## src/common/corr_pkg.sv

```systemverilog
`default_nettype none

package corr_pkg;

  ////////////////////////////////
  // sizes
  ////////////////////////////////

  // interleaved lanes per beat
  localparam int num_lanes = 4;

  // signed input sample
  localparam int sample_width = 6;

  // signed partial and final sums
  // 8 taps of magnitude 32 at most, so 12 bits never wraps
  localparam int acc_width = 12;

  // taps in the correlator
  localparam int corr_length = 8;

  // lane index width
  localparam int lane_width = 2;

  ////////////////////////////////
  // coefficients
  ////////////////////////////////

  // 1 adds, 0 subtracts
  // msb for the newest sample, lsb for the oldest
  localparam logic [corr_length-1:0] corr_code = 8'b1011_0010;

  ////////////////////////////////
  // types
  ////////////////////////////////

  typedef logic signed [sample_width-1:0] sample_t;
  typedef logic signed [acc_width-1:0]    acc_t;
  typedef logic [lane_width-1:0]          lane_t;

  typedef enum logic {
    seq_idle,
    seq_issue
  } seq_state_t;

  // derived bus widths and marks
  localparam int    s_data_width = num_lanes * sample_width;
  localparam int    m_data_width = num_lanes * acc_width;
  localparam lane_t last_lane    = lane_t'(num_lanes - 1);

endpackage

`default_nettype wire

```

## src/corr_engine/tap_delay_ram.sv

```systemverilog
`timescale 1ns/1ns
`default_nettype none

module tap_delay_ram (
  input  wire                    clk,
  input  wire                    rst_n,
  input  wire                    wr_en,
  input  wire  corr_pkg::lane_t  wr_lane,
  input  wire  corr_pkg::acc_t   wr_data,
  input  wire  corr_pkg::lane_t  rd_lane,
  output corr_pkg::acc_t         rd_data
);

  // one partial sum per lane
  corr_pkg::acc_t mem [corr_pkg::num_lanes];

  // cleared sums act as an all-zero sample history
  always_ff @(posedge clk) begin
    if (!rst_n) begin
      for (int i = 0; i < corr_pkg::num_lanes; i++) begin
        mem[i] <= '0;
      end
    end else if (wr_en) begin
      mem[wr_lane] <= wr_data;
    end
  end

  // combinational read, old value until the edge
  assign rd_data = mem[rd_lane];

endmodule

`default_nettype wire

```

## src/corr_engine/corr_engine.sv

```systemverilog
`timescale 1ns/1ns
`default_nettype none

module corr_engine (
  input  wire                       clk,
  input  wire                       rst_n,
  input  wire                       lane_valid,
  input  wire  corr_pkg::lane_t     lane_idx,
  input  wire  corr_pkg::sample_t   lane_sample,
  input  wire                       lane_last,
  output logic                      acc_valid,
  output corr_pkg::lane_t           acc_lane,
  output corr_pkg::acc_t            acc_value,
  output logic                      acc_last
);

  localparam int last_tap = corr_pkg::corr_length - 1;

  // sample widened to the sum width
  corr_pkg::acc_t ext_sample;

  // per tap, the sum coming in and the sum going out
  corr_pkg::acc_t prev_sum [corr_pkg::corr_length];
  corr_pkg::acc_t tap_sum  [corr_pkg::corr_length];

  // stored sums read back for the current lane
  corr_pkg::acc_t store_rd [corr_pkg::corr_length-1];

  ////////////////////////////////
  // sample sign extension
  ////////////////////////////////

  assign ext_sample = {
    {(corr_pkg::acc_width - corr_pkg::sample_width){lane_sample[corr_pkg::sample_width-1]}},
    lane_sample
  };

  ////////////////////////////////
  // tap chain
  ////////////////////////////////

  // tap k picks up what tap k-1 left for this lane one beat earlier
  // tap 0 starts a fresh sum, its term ends up the oldest in the output
  for (genvar k = 0; k < corr_pkg::corr_length; k++) begin : g_tap

    if (k == 0) begin : g_head
      assign prev_sum[k] = '0;
    end else begin : g_link
      assign prev_sum[k] = store_rd[k-1];
    end

    // coefficient is +1 or -1, so just add or subtract
    assign tap_sum[k] = corr_pkg::corr_code[k] ? prev_sum[k] + ext_sample
                                               : prev_sum[k] - ext_sample;

    // every tap but the last parks its sum until the same lane returns
    if (k < last_tap) begin : g_store
      tap_delay_ram u_tap_delay_ram (
        .clk     (clk),
        .rst_n   (rst_n),
        .wr_en   (lane_valid),
        .wr_lane (lane_idx),
        .wr_data (tap_sum[k]),
        .rd_lane (lane_idx),
        .rd_data (store_rd[k])
      );
    end

  end

  ////////////////////////////////
  // output register
  ////////////////////////////////

  // one clock from lane_valid to acc_valid
  always_ff @(posedge clk) begin
    if (!rst_n) begin
      acc_valid <= 1'b0;
    end else begin
      acc_valid <= lane_valid;
    end
  end

  // final tap sum with its lane marks
  always_ff @(posedge clk) begin
    if (lane_valid) begin
      acc_lane  <= lane_idx;
      acc_value <= tap_sum[last_tap];
      acc_last  <= lane_last;
    end
  end

endmodule

`default_nettype wire

```

## src/design/lane_sequencer.sv

```systemverilog
`timescale 1ns/1ns
`default_nettype none

module lane_sequencer (
  input  wire                                clk,
  input  wire                                rst_n,
  input  wire                                s_valid,
  input  wire  [corr_pkg::s_data_width-1:0]  s_data,
  // collector can take another batch
  input  wire                                room,
  output logic                               s_ready,
  output logic                               lane_valid,
  output corr_pkg::lane_t                    lane_idx,
  output corr_pkg::sample_t                  lane_sample,
  output logic                               lane_last
);

  corr_pkg::seq_state_t              state;
  corr_pkg::lane_t                   lane_cnt;
  logic [corr_pkg::s_data_width-1:0] beat_q;
  logic                              s_fire;

  ////////////////////////////////
  // input handshake
  ////////////////////////////////

  // only take a beat when idle and the collector has space
  assign s_ready = (state == corr_pkg::seq_idle) & room;
  assign s_fire  = s_valid & s_ready;

  // whole beat held while its lanes go out
  always_ff @(posedge clk) begin
    if (s_fire) begin
      beat_q <= s_data;
    end
  end

  ////////////////////////////////
  // state machine
  ////////////////////////////////

  always_ff @(posedge clk) begin
    if (!rst_n) begin
      state    <= corr_pkg::seq_idle;
      lane_cnt <= '0;
    end else begin
      case (state)
        corr_pkg::seq_idle: begin
          if (s_fire) begin
            state    <= corr_pkg::seq_issue;
            // first lane goes out next clock
            lane_cnt <= '0;
          end
        end
        corr_pkg::seq_issue: begin
          if (lane_cnt == corr_pkg::last_lane) begin
            // beat done, back for the next one
            state <= corr_pkg::seq_idle;
          end else begin
            lane_cnt <= lane_cnt + corr_pkg::lane_t'(1);
          end
        end
        default: begin
          state <= corr_pkg::seq_idle;
        end
      endcase
    end
  end

  ////////////////////////////////
  // lane outputs
  ////////////////////////////////

  // one lane per clock while issuing
  assign lane_valid = (state == corr_pkg::seq_issue);
  assign lane_idx   = lane_cnt;

  // lane 0 sits in the low bits
  assign lane_sample = corr_pkg::sample_t'(
    beat_q[lane_cnt*corr_pkg::sample_width +: corr_pkg::sample_width]);

  // tells the collector the batch is complete
  assign lane_last = lane_valid & (lane_cnt == corr_pkg::last_lane);

endmodule

`default_nettype wire

```

## src/design/result_collector.sv

```systemverilog
`timescale 1ns/1ns
`default_nettype none

module result_collector (
  input  wire                                clk,
  input  wire                                rst_n,
  input  wire                                acc_valid,
  input  wire  corr_pkg::lane_t              acc_lane,
  input  wire  corr_pkg::acc_t               acc_value,
  input  wire                                acc_last,
  input  wire                                m_ready,
  output logic                               m_valid,
  output logic [corr_pkg::m_data_width-1:0]  m_data,
  // a new beat may start
  output logic                               room
);

  // assembly buffer and its value with the current lane merged in
  logic [corr_pkg::m_data_width-1:0] asm_buf;
  logic [corr_pkg::m_data_width-1:0] asm_next;
  logic                              asm_busy;
  logic                              assembling;

  // staging slot behind the output register
  logic [corr_pkg::m_data_width-1:0] stg_data;
  logic                              stg_valid;

  logic batch_done;
  logic out_free;
  logic out_load;
  logic stg_load;
  logic stg_clear;

  ////////////////////////////////
  // assembly
  ////////////////////////////////

  always_comb begin
    asm_next = asm_buf;
    asm_next[acc_lane*corr_pkg::acc_width +: corr_pkg::acc_width] = acc_value;
  end

  always_ff @(posedge clk) begin
    if (acc_valid) begin
      asm_buf <= asm_next;
    end
  end

  // busy from the first lane until the last one arrives
  always_ff @(posedge clk) begin
    if (!rst_n) begin
      asm_busy <= 1'b0;
    end else if (acc_valid) begin
      asm_busy <= ~acc_last;
    end
  end

  assign assembling = asm_busy | acc_valid;
  assign batch_done = acc_valid & acc_last;

  ////////////////////////////////
  // output and staging
  ////////////////////////////////

  // output register empty or being taken this clock
  assign out_free = ~m_valid | m_ready;

  // staging always drains first to keep beats in order
  assign out_load  = out_free & (stg_valid | batch_done);
  assign stg_load  = batch_done & (~out_free | stg_valid);
  assign stg_clear = out_free & stg_valid & ~batch_done;

  always_ff @(posedge clk) begin
    if (!rst_n) begin
      m_valid   <= 1'b0;
      stg_valid <= 1'b0;
    end else begin
      if (out_load) begin
        m_valid <= 1'b1;
      end else if (out_free) begin
        m_valid <= 1'b0;
      end
      if (stg_load) begin
        stg_valid <= 1'b1;
      end else if (stg_clear) begin
        stg_valid <= 1'b0;
      end
    end
  end

  // data paths, held while m_valid waits on m_ready
  always_ff @(posedge clk) begin
    if (out_load) begin
      m_data <= stg_valid ? stg_data : asm_next;
    end
    if (stg_load) begin
      stg_data <= asm_next;
    end
  end

  ////////////////////////////////
  // flow control
  ////////////////////////////////

  // a batch in flight must still find a free slot when it completes
  assign room = ~stg_valid & ~(m_valid & assembling);

endmodule

`default_nettype wire

```

## src/design/corr_top.sv

```systemverilog
`timescale 1ns/1ns
`default_nettype none

module corr_top (
  input  wire                                  clk,
  input  wire                                  rst_n,
  // input stream, one sample per lane
  input  wire                                  s_valid,
  output logic                                 s_ready,
  input  wire  [corr_pkg::s_data_width-1:0]    s_data,
  // output stream, one sum per lane
  output logic                                 m_valid,
  input  wire                                  m_ready,
  output logic [corr_pkg::m_data_width-1:0]    m_data
);

  // sequencer to engine
  logic              lane_valid;
  corr_pkg::lane_t   lane_idx;
  corr_pkg::sample_t lane_sample;
  logic              lane_last;

  // engine to collector
  logic              acc_valid;
  corr_pkg::lane_t   acc_lane;
  corr_pkg::acc_t    acc_value;
  logic              acc_last;

  // collector back to sequencer
  logic              room;

  lane_sequencer u_lane_sequencer (
    .clk         (clk),
    .rst_n       (rst_n),
    .s_valid     (s_valid),
    .s_data      (s_data),
    .room        (room),
    .s_ready     (s_ready),
    .lane_valid  (lane_valid),
    .lane_idx    (lane_idx),
    .lane_sample (lane_sample),
    .lane_last   (lane_last)
  );

  corr_engine u_corr_engine (
    .clk         (clk),
    .rst_n       (rst_n),
    .lane_valid  (lane_valid),
    .lane_idx    (lane_idx),
    .lane_sample (lane_sample),
    .lane_last   (lane_last),
    .acc_valid   (acc_valid),
    .acc_lane    (acc_lane),
    .acc_value   (acc_value),
    .acc_last    (acc_last)
  );

  result_collector u_result_collector (
    .clk       (clk),
    .rst_n     (rst_n),
    .acc_valid (acc_valid),
    .acc_lane  (acc_lane),
    .acc_value (acc_value),
    .acc_last  (acc_last),
    .m_ready   (m_ready),
    .m_valid   (m_valid),
    .m_data    (m_data),
    .room      (room)
  );

endmodule

`default_nettype wire

```

## config.mk

```make
export PLATFORM = sky130hd
export DESIGN_NAME = corr_top
export DESIGN_NICKNAME = d
export VERILOG_FILES = /design/src/common/corr_pkg.sv /design/src/corr_engine/tap_delay_ram.sv /design/src/corr_engine/corr_engine.sv /design/src/design/lane_sequencer.sv /design/src/design/result_collector.sv /design/src/design/corr_top.sv
export SDC_FILE = /design/constraint.sdc
export NUM_CORES = 1
export LEC_CHECK = 0
export BUFFER_PORTS_ARGS = -buffer_cell sky130_fd_sc_hd__buf_2
export CORE_MARGIN = 2
export CORE_UTILIZATION = 25
export CTS_BUF_LIST = sky130_fd_sc_hd__clkbuf_8 sky130_fd_sc_hd__clkbuf_16
export DETAILED_ROUTE_END_ITERATION = 10
export SETUP_SLACK_MARGIN = 0.15
export SLEW_MARGIN = 15
export SYNTH_ARGS = -nofsm -noshare
export SYNTH_HDL_FRONTEND = slang
export SYNTH_SLANG_ARGS = --single-unit
```

## constraint.sdc

```tcl
create_clock -name clk -period 5.4 [get_ports clk]
set_input_delay 0.27 -clock clk [delete_from_list [all_inputs] [get_ports clk]]
set_output_delay 0.27 -clock clk [all_outputs]
set_load 0.05 [all_outputs]
```

# Word level (Yosys, flattened, before mapping)
# Memories as Yosys holds them, arrays and structs flattened. A register that Yosys moved wholly into a read port is not among the register bits.
# Cells that the tools add are included.
[op_classes] addsub=10 n_mul=2 eq_ne=3 n_shift=3 mux=51 bitwise_logic=21 reduce_logical=10
[ops] cell="two-way mux 12 bit" n=7
[ops] cell="OR reduction 12 bit" n=7
[ops] cell="adder 12 x 6 -> 12 bit" n=4
[ops] cell="bitwise mux 48 bit" n=1
[ops] cell="two-way mux 48 bit" n=1
[ops] cell="variable shift 12 x 34 -> 48 bit (first input constant)" n=1
[ops] cell="indexed part select 12 x 34 -> 48 bit" n=1
[ops] cell="two-way mux 2 bit" n=23
[ops] cell="subtractor 12 x 6 -> 12 bit" n=3
[ops] cell="negation 6 -> 34 bit" n=1
[ops] cell="indexed part select 24 x 6 -> 6 bit" n=1
[ops] cell="two-way mux 1 bit" n=17
[ops] cell="AND 1 bit" n=10
[ops] cell="multiplier 2 x 2 -> 4 bit (second input constant)" n=2
[ops] cell="NOT 1 bit" n=7
[ops] cell="subtractor 1 x 6 -> 7 bit (first input constant)" n=1
[ops] cell="bitwise OR 1 bit" n=4
[ops] cell="case mux 2 bit (2 select lines)" n=1
[ops] cell="nonzero test 2 bit" n=2
[ops] cell="adder 2 x 1 -> 2 bit (second input constant)" n=1
[ops] cell="== test 2 bit (second input constant)" n=1
[ops] cell="!= test 2 x 1 -> 1 bit (second input constant)" n=1
[ops] cell="!= test 2 bit (second input constant)" n=1
[ops] cell="case mux 1 bit (2 select lines)" n=1
[ops] cell="AND reduction 2 bit" n=1
[word_totals] register_bits=190 ramBits=336 elab_cells=120 memories=7
[mem_list] memory="u_corr_engine.g_tap[0].g_store.u_tap_delay_ram.mem" depth=4 word_bits=12 rd=1 rd_clocked_by_memory_dff=1 wr=4 line_no="tap_delay_ram.sv:15" rtl="corr_pkg::acc_t mem [corr_pkg::num_lanes];"
[mem_list] memory="u_corr_engine.g_tap[1].g_store.u_tap_delay_ram.mem" depth=4 word_bits=12 rd=1 rd_clocked_by_memory_dff=1 wr=4 line_no="tap_delay_ram.sv:15"
[mem_list] memory="u_corr_engine.g_tap[2].g_store.u_tap_delay_ram.mem" depth=4 word_bits=12 rd=1 rd_clocked_by_memory_dff=1 wr=4 line_no="tap_delay_ram.sv:15"
[mem_list] memory="u_corr_engine.g_tap[3].g_store.u_tap_delay_ram.mem" depth=4 word_bits=12 rd=1 rd_clocked_by_memory_dff=1 wr=4 line_no="tap_delay_ram.sv:15"
[mem_list] memory="u_corr_engine.g_tap[4].g_store.u_tap_delay_ram.mem" depth=4 word_bits=12 rd=1 rd_clocked_by_memory_dff=1 wr=4 line_no="tap_delay_ram.sv:15"
[mem_list] memory="u_corr_engine.g_tap[5].g_store.u_tap_delay_ram.mem" depth=4 word_bits=12 rd=1 rd_clocked_by_memory_dff=1 wr=4 line_no="tap_delay_ram.sv:15"
[mem_list] memory="1 more memories"

# Depth between registers and ports, before layout
[depth] word_depth=10 ltp_mapped=13 ltp_nobuf=11

# By module
# Synthesis repeated with hierarchy kept, for this count alone.
[hier_totals] hier_cells=1742 area_unflattened_um2=26043.7
[modules_own_cells] module="tap_delay_ram" instances=7 cells_per_inst=126 area_per_inst_um2=2133.3 seq_area_each_um2=1441.4
[modules_own_cells] module="result_collector" instances=1 cells_per_inst=359 area_per_inst_um2=6173.4 seq_area_each_um2=4384.2
[modules_own_cells] module="corr_engine" instances=1 cells_per_inst=454 area_per_inst_um2=3916.3 seq_area_each_um2=470.5
[modules_own_cells] module="lane_sequencer" instances=1 cells_per_inst=47 area_per_inst_um2=1021.0 seq_area_each_um2=780.7

# Least setup slack after synthesis
# No wires, ideal clock.
[synth_path] path_type="register to register" startpoint="reg u_corr_engine.acc_valid" endpoint="reg u_result_collector.m_data[0] in the netlist's numbering, enable pin" t_arrival_ps=3675 required_ps=4946 path_slack_ps=1272 stages_incl_launch_ff=3 path_buffers=0 path_cell_list="dfxtp_1 > a21oi_1 > nor2_1"
[synth_via] elab_chain_len=3
[synth_lines] element="start, declared" line_no="corr_engine.sv:11" rtl="output logic acc_valid,"
[synth_lines] element="start signal, assigned" line_no="corr_engine.sv:80" rtl="acc_valid <= lane_valid;"
[synth_lines] element="AND 1 bit" line_no="result_collector.sv:59" rtl="assign batch_done = acc_valid & acc_last;"
[synth_lines] element="bitwise OR 1 bit" line_no="result_collector.sv:69" rtl="assign out_load = out_free & (stg_valid | batch_done);"
[synth_lines] element="AND 1 bit" line_no="result_collector.sv:69"
[synth_lines] element="named net u_result_collector.out_load" line_no="result_collector.sv:30" rtl="logic out_load;"
[synth_lines] element="end signal, assigned" line_no="result_collector.sv:94" rtl="m_data <= stg_valid ? stg_data : asm_next;"
[synth_lines] element="end, declared" line_no="result_collector.sv:13" rtl="output logic [corr_pkg::m_data_width-1:0] m_data,"
# The timed path passes the listed nets, and every way through them passes these cells.
# A chain may end at the register's enable or synchronous reset.

==> results.md <==
* RSZ-0062 raised after global routing: no
* Clock latency on the worst-skew pair at 610 ps
* CTS max path bufs at 3
* Post-DP HPWL at 33,100 um
* Vias per Instance at 4.61
* Post-Syn Area at 23,600 sq um
* Min-delay src: s_valid
* Fin cells at 3,044
* Post-CTS Resized at 0
* Min Tclk post-route at 4130 ps
* Vias in the first global route at 14,593
* Rows at 112
* CTS tree: done
* Area grow syn2layout at 16.0%
* Status: completed
* Reg2reg path depth at 9
* Post-Synth Adder-Cell Area at 0.0483
* Clock sink count at 508
* Post-route clock period utilization at 0.765
* Final nets at 1,866
* Simple-Gate Fraction of Synth Area at 0.0891
* Worst setup EP type: flip-flop
* Number of flops mapped to enable cells by yosys at 499
* Synth warn at 0
* Leakage at 9.99 nW
* Pwr dens at 362 nW/um^2
* Root Driver: clkbuf_16
* Hold endpoint: u_lane_sequencer.lane_valid$_SDFF_PN0_
* Worst Max-Slew Pin Slew at 1140 ps
* N_diodes at 0
* # setup viols final at 0
* FFs w/ async S/R, synth at 0
* Die height at 312 um
* Fillers at 9,287
* Total Wirelength at 54,300 um
* Worst Skew at 26.4 ps
* Post-route setup TNS at 0 ps
* R2R Setup Slk at 1270 ps
* Total chip power at 9.92 mW
* CP required at 5720 ps
* Die area at 97,100 sq um
* Fmax at 242 MHz
* Post-synthesis compound-gate area fraction at 0.0634
* Crit path max fanout at 13
* R2r startpoint: u_lane_sequencer.lane_idx[1]$_SDFFE_PN0P_
* DRC violations left at 0
* Main combinational cell family by area after synthesis: multiplexers
* Via Count at 14,041
* Syn Nets at 1,767
* TritonCTS Buffers at 50
* First-pass GRT wire length at 84,700 um
* Worst Setup Start Kind: flip-flop
* CP Data Arrival Time at 4450 ps
* Sequential share of the synthesized area at 0.641
* # placed instances at 2,928
* Post-Synth XOR/XNOR Area at 0.0268
* Antenna viol nets, final at 0
* Maximum vdd drop at 0.241 mV
* Post-CTS Setup Bufs at 0
* Reg area at 15,200 sq um
* Synth Register Bits at 508
* Initial antenna violation count at 0
* Slew Limit Fails at 0
* Multiplexer share of the synthesized area at 0.106
* Die X at 312 um
* PortBufs at 77
* Cells after Synth at 1,652
* H-tree depth at 2
* Initial DRC count at 1,137
* Starting Density at 0.253
* Most used DFF post-synth: edfxtp_1
* Syn_area_per_cell at 14.3 sq um
* Core ar. at 93,500 sq um
* Worst-path clk slew at 60 ps
* Placer Congestion at 0.812
* Netlist cell types at 62
* Hold depth at 3
* Top-level I/O count at 78
* All-Layer GR Usage at 0.110
* Largest net degree at the start of global routing at 71
* Max-Cap Viols at 0
* TritonRoute pass-1 iters at 5
* Multi-input logic area at 7930 sq um
* Hold Crit Class: input pin to flip-flop
* Wire per inst at 17.9 um
* Final hold viol count at 0
* Max-slew headroom at 0.234
* Layout cells sized above 1 at 0.188
* WS Path Type: flip-flop to flip-flop
* Congestion Overflow GR at 0
-- Yosys cell counts, types with 6 or more instances --
library cell | instances | area share
edfxtp_1 | 499 | 0.63
nor2_1 | 310 | 0.049
mux4_2 | 84 | 0.080
ha_1 | 80 | 0.042
a21oi_1 | 74 | 0.016
nand2_1 | 67 | 0.011
inv_1 | 64 | 0.010
clkbuf_1 | 62 | 0.0098
mux2_2 | 48 | 0.023
xnor2_1 | 42 | 0.016
and3_1 | 31 | 0.0082
o21ai_0 | 23 | 0.0049
xor2_1 | 23 | 0.0085
o2bb2ai_1 | 19 | 0.0070
a21o_1 | 16 | 0.0051
nand3_1 | 16 | 0.0034
buf_2 | 14 | 0.0030
a22o_1 | 13 | 0.0048
and2_1 | 13 | 0.0034
a211oi_1 | 11 | 0.0035
nand3b_1 | 11 | 0.0035
nor2b_1 | 11 | 0.0029
o31ai_1 | 11 | 0.0035
dfxtp_1 | 9 | 0.0076
fa_1 | 7 | 0.0059
o21bai_1 | 7 | 0.0022
nand2b_1 | 6 | 0.0016
-- cell usage in the layout (no fill, tap or decap), types with 6 or more instances in the layout --
| cell type | netlist | routed |
|---|---|---|
| a211oi_1 | 11 | 11 |
| a21o_1 | 16 | 16 |
| a21oi_1 | 74 | 74 |
| a22o_1 | 13 | 13 |
| and2_1 | 13 | 13 |
| and3_1 | 31 | 31 |
| buf_2 | 14 | 77 |
| buf_4 | 0 | 24 |
| bufinv_16 | 0 | 7 |
| clkbuf_16 | 0 | 51 |
| clkinv_1 | 1 | 12 |
| clkinv_2 | 0 | 9 |
| dlygate4sd3_1 | 0 | 25 |
| edfxtp_1 | 499 | 499 |
| fa_1 | 7 | 7 |
| ha_1 | 80 | 80 |
| inv_1 | 64 | 73 |
| mux2_2 | 48 | 48 |
| mux4_2 | 84 | 84 |
| nand2_1 | 67 | 60 |
| nand2b_1 | 6 | 6 |
| nand3_1 | 16 | 16 |
| nand3b_1 | 11 | 11 |
| nor2_1 | 310 | 309 |
| nor2b_1 | 11 | 11 |
| o21ai_0 | 23 | 23 |
| o21bai_1 | 7 | 7 |
| o2bb2ai_1 | 19 | 19 |
| o31ai_1 | 11 | 11 |
| xnor2_1 | 42 | 42 |
| xor2_1 | 23 | 23 |
-- flip-flops by register name, indices dropped and copies added, names as in the netlist, named ones only --
signal,flops
u_result_collector.asm_busy,1
u_lane_sequencer.lane_idx,2
u_corr_engine.acc_last,1
u_corr_engine.acc_valid,1
u_corr_engine.acc_value,12
u_corr_engine.acc_lane,2
u_lane_sequencer.beat_q,24
u_lane_sequencer.lane_valid,1
u_corr_engine.g_tap.g_store.u_tap_delay_ram.mem,316
u_result_collector.m_data,48
u_result_collector.asm_buf,48
u_result_collector.stg_valid,1
u_result_collector.stg_data,48
u_result_collector.m_valid,1
-- cell type report --
| class | instances | area share |
|---|---|---|
| Sequential cell | 508 | 0.553 |
| Multi-Input combinational cell | 995 | 0.289 |
| Tap cell | 1254 | 0.0572 |
| Clock buffer | 51 | 0.0465 |
| Timing Repair Buffer | 128 | 0.0312 |
| Clock inverter | 40 | 0.0137 |
| Inverter | 68 | 0.00930 |
-- power by group --
part,internal [mW],total [mW],switching (mW)
Sequential,4.59,4.68,0.0885
Combinational,0.640,1.71,1.07
Clock,2.05,3.54,1.49
Total,7.28,9.92,2.65
-- through the flow --
step,area [sq um],setup WS [ps],hold slack (ps),util
after CTS,27400,1300,96.4,0.294
after global placement,25500,1380,450,0.273
after global routing,27400,929,110,0.294
after detailed placement,25500,1290,448,0.273
after floorplan,23600,1270,369,-
final,27400,1270,115,0.294
-- repair_timing --
item	in CTS	in global routing
hold buffers	25	0
setup endpoints to repair	0	0
endpoints found under the hold margin	25	0
-- worst max path at each step --
stage | cells after the start | slack (ps) | end | from
2_1_floorplan | 2 | 1270 | u_result_collector.m_data[0]$_DFFE_PP_ | u_corr_engine.acc_valid$_SDFF_PN0_
3_3_place_gp | 9 | 1380 | flip-flop | flip-flop
3_5_place_dp | 9 | 1290 | flip-flop | u_lane_sequencer.lane_idx[1]$_SDFFE_PN0P_
4_1_cts | 9 | 1300 | flip-flop | u_lane_sequencer.lane_idx[1]$_SDFFE_PN0P_
5_1_grt | 9 | 930 | flip-flop | flip-flop
6_report | 9 | 1270 | flip-flop | u_lane_sequencer.lane_idx[1]$_SDFFE_PN0P_
-- cells by family (layout without fill, tap and decap cells) --
kind of cell               after synthesis  in the layout
xor gates and xnor gates                69             69
DFF                                    508            508
muxes                                  137            137
and+or+nand+nor                        485            485
adders and majority gates               87             87
buffers and inverters                  149            287
AOI/OAI and AO/OA                      217            217
-- layer usage --
| metal | vias up | share of wire | track usage |
|---|---|---|---|
| met4 | 0 | 0.022 | 0.0295 |
| li1 | 6378 | - | - |
| met2 | 410 | 0.50 | 0.191 |
| met5 | - | 0 | 0 |
| met3 | 84 | 0.058 | 0.0215 |
| met1 | 7169 | 0.42 | 0.140 |
-- critical path, stage by stage, from the launching register on --
cell	delay (ps)
dfxtp_1	740
mux4_2	640
inv_1	330
fa_1	550
a21oi_1	270
o21ai_0	200
a2111oi_2	530
o31ai_1	150
xnor2_1	340
nor2_1	100
No activity file was read; power rests on OpenSTA's default activity.
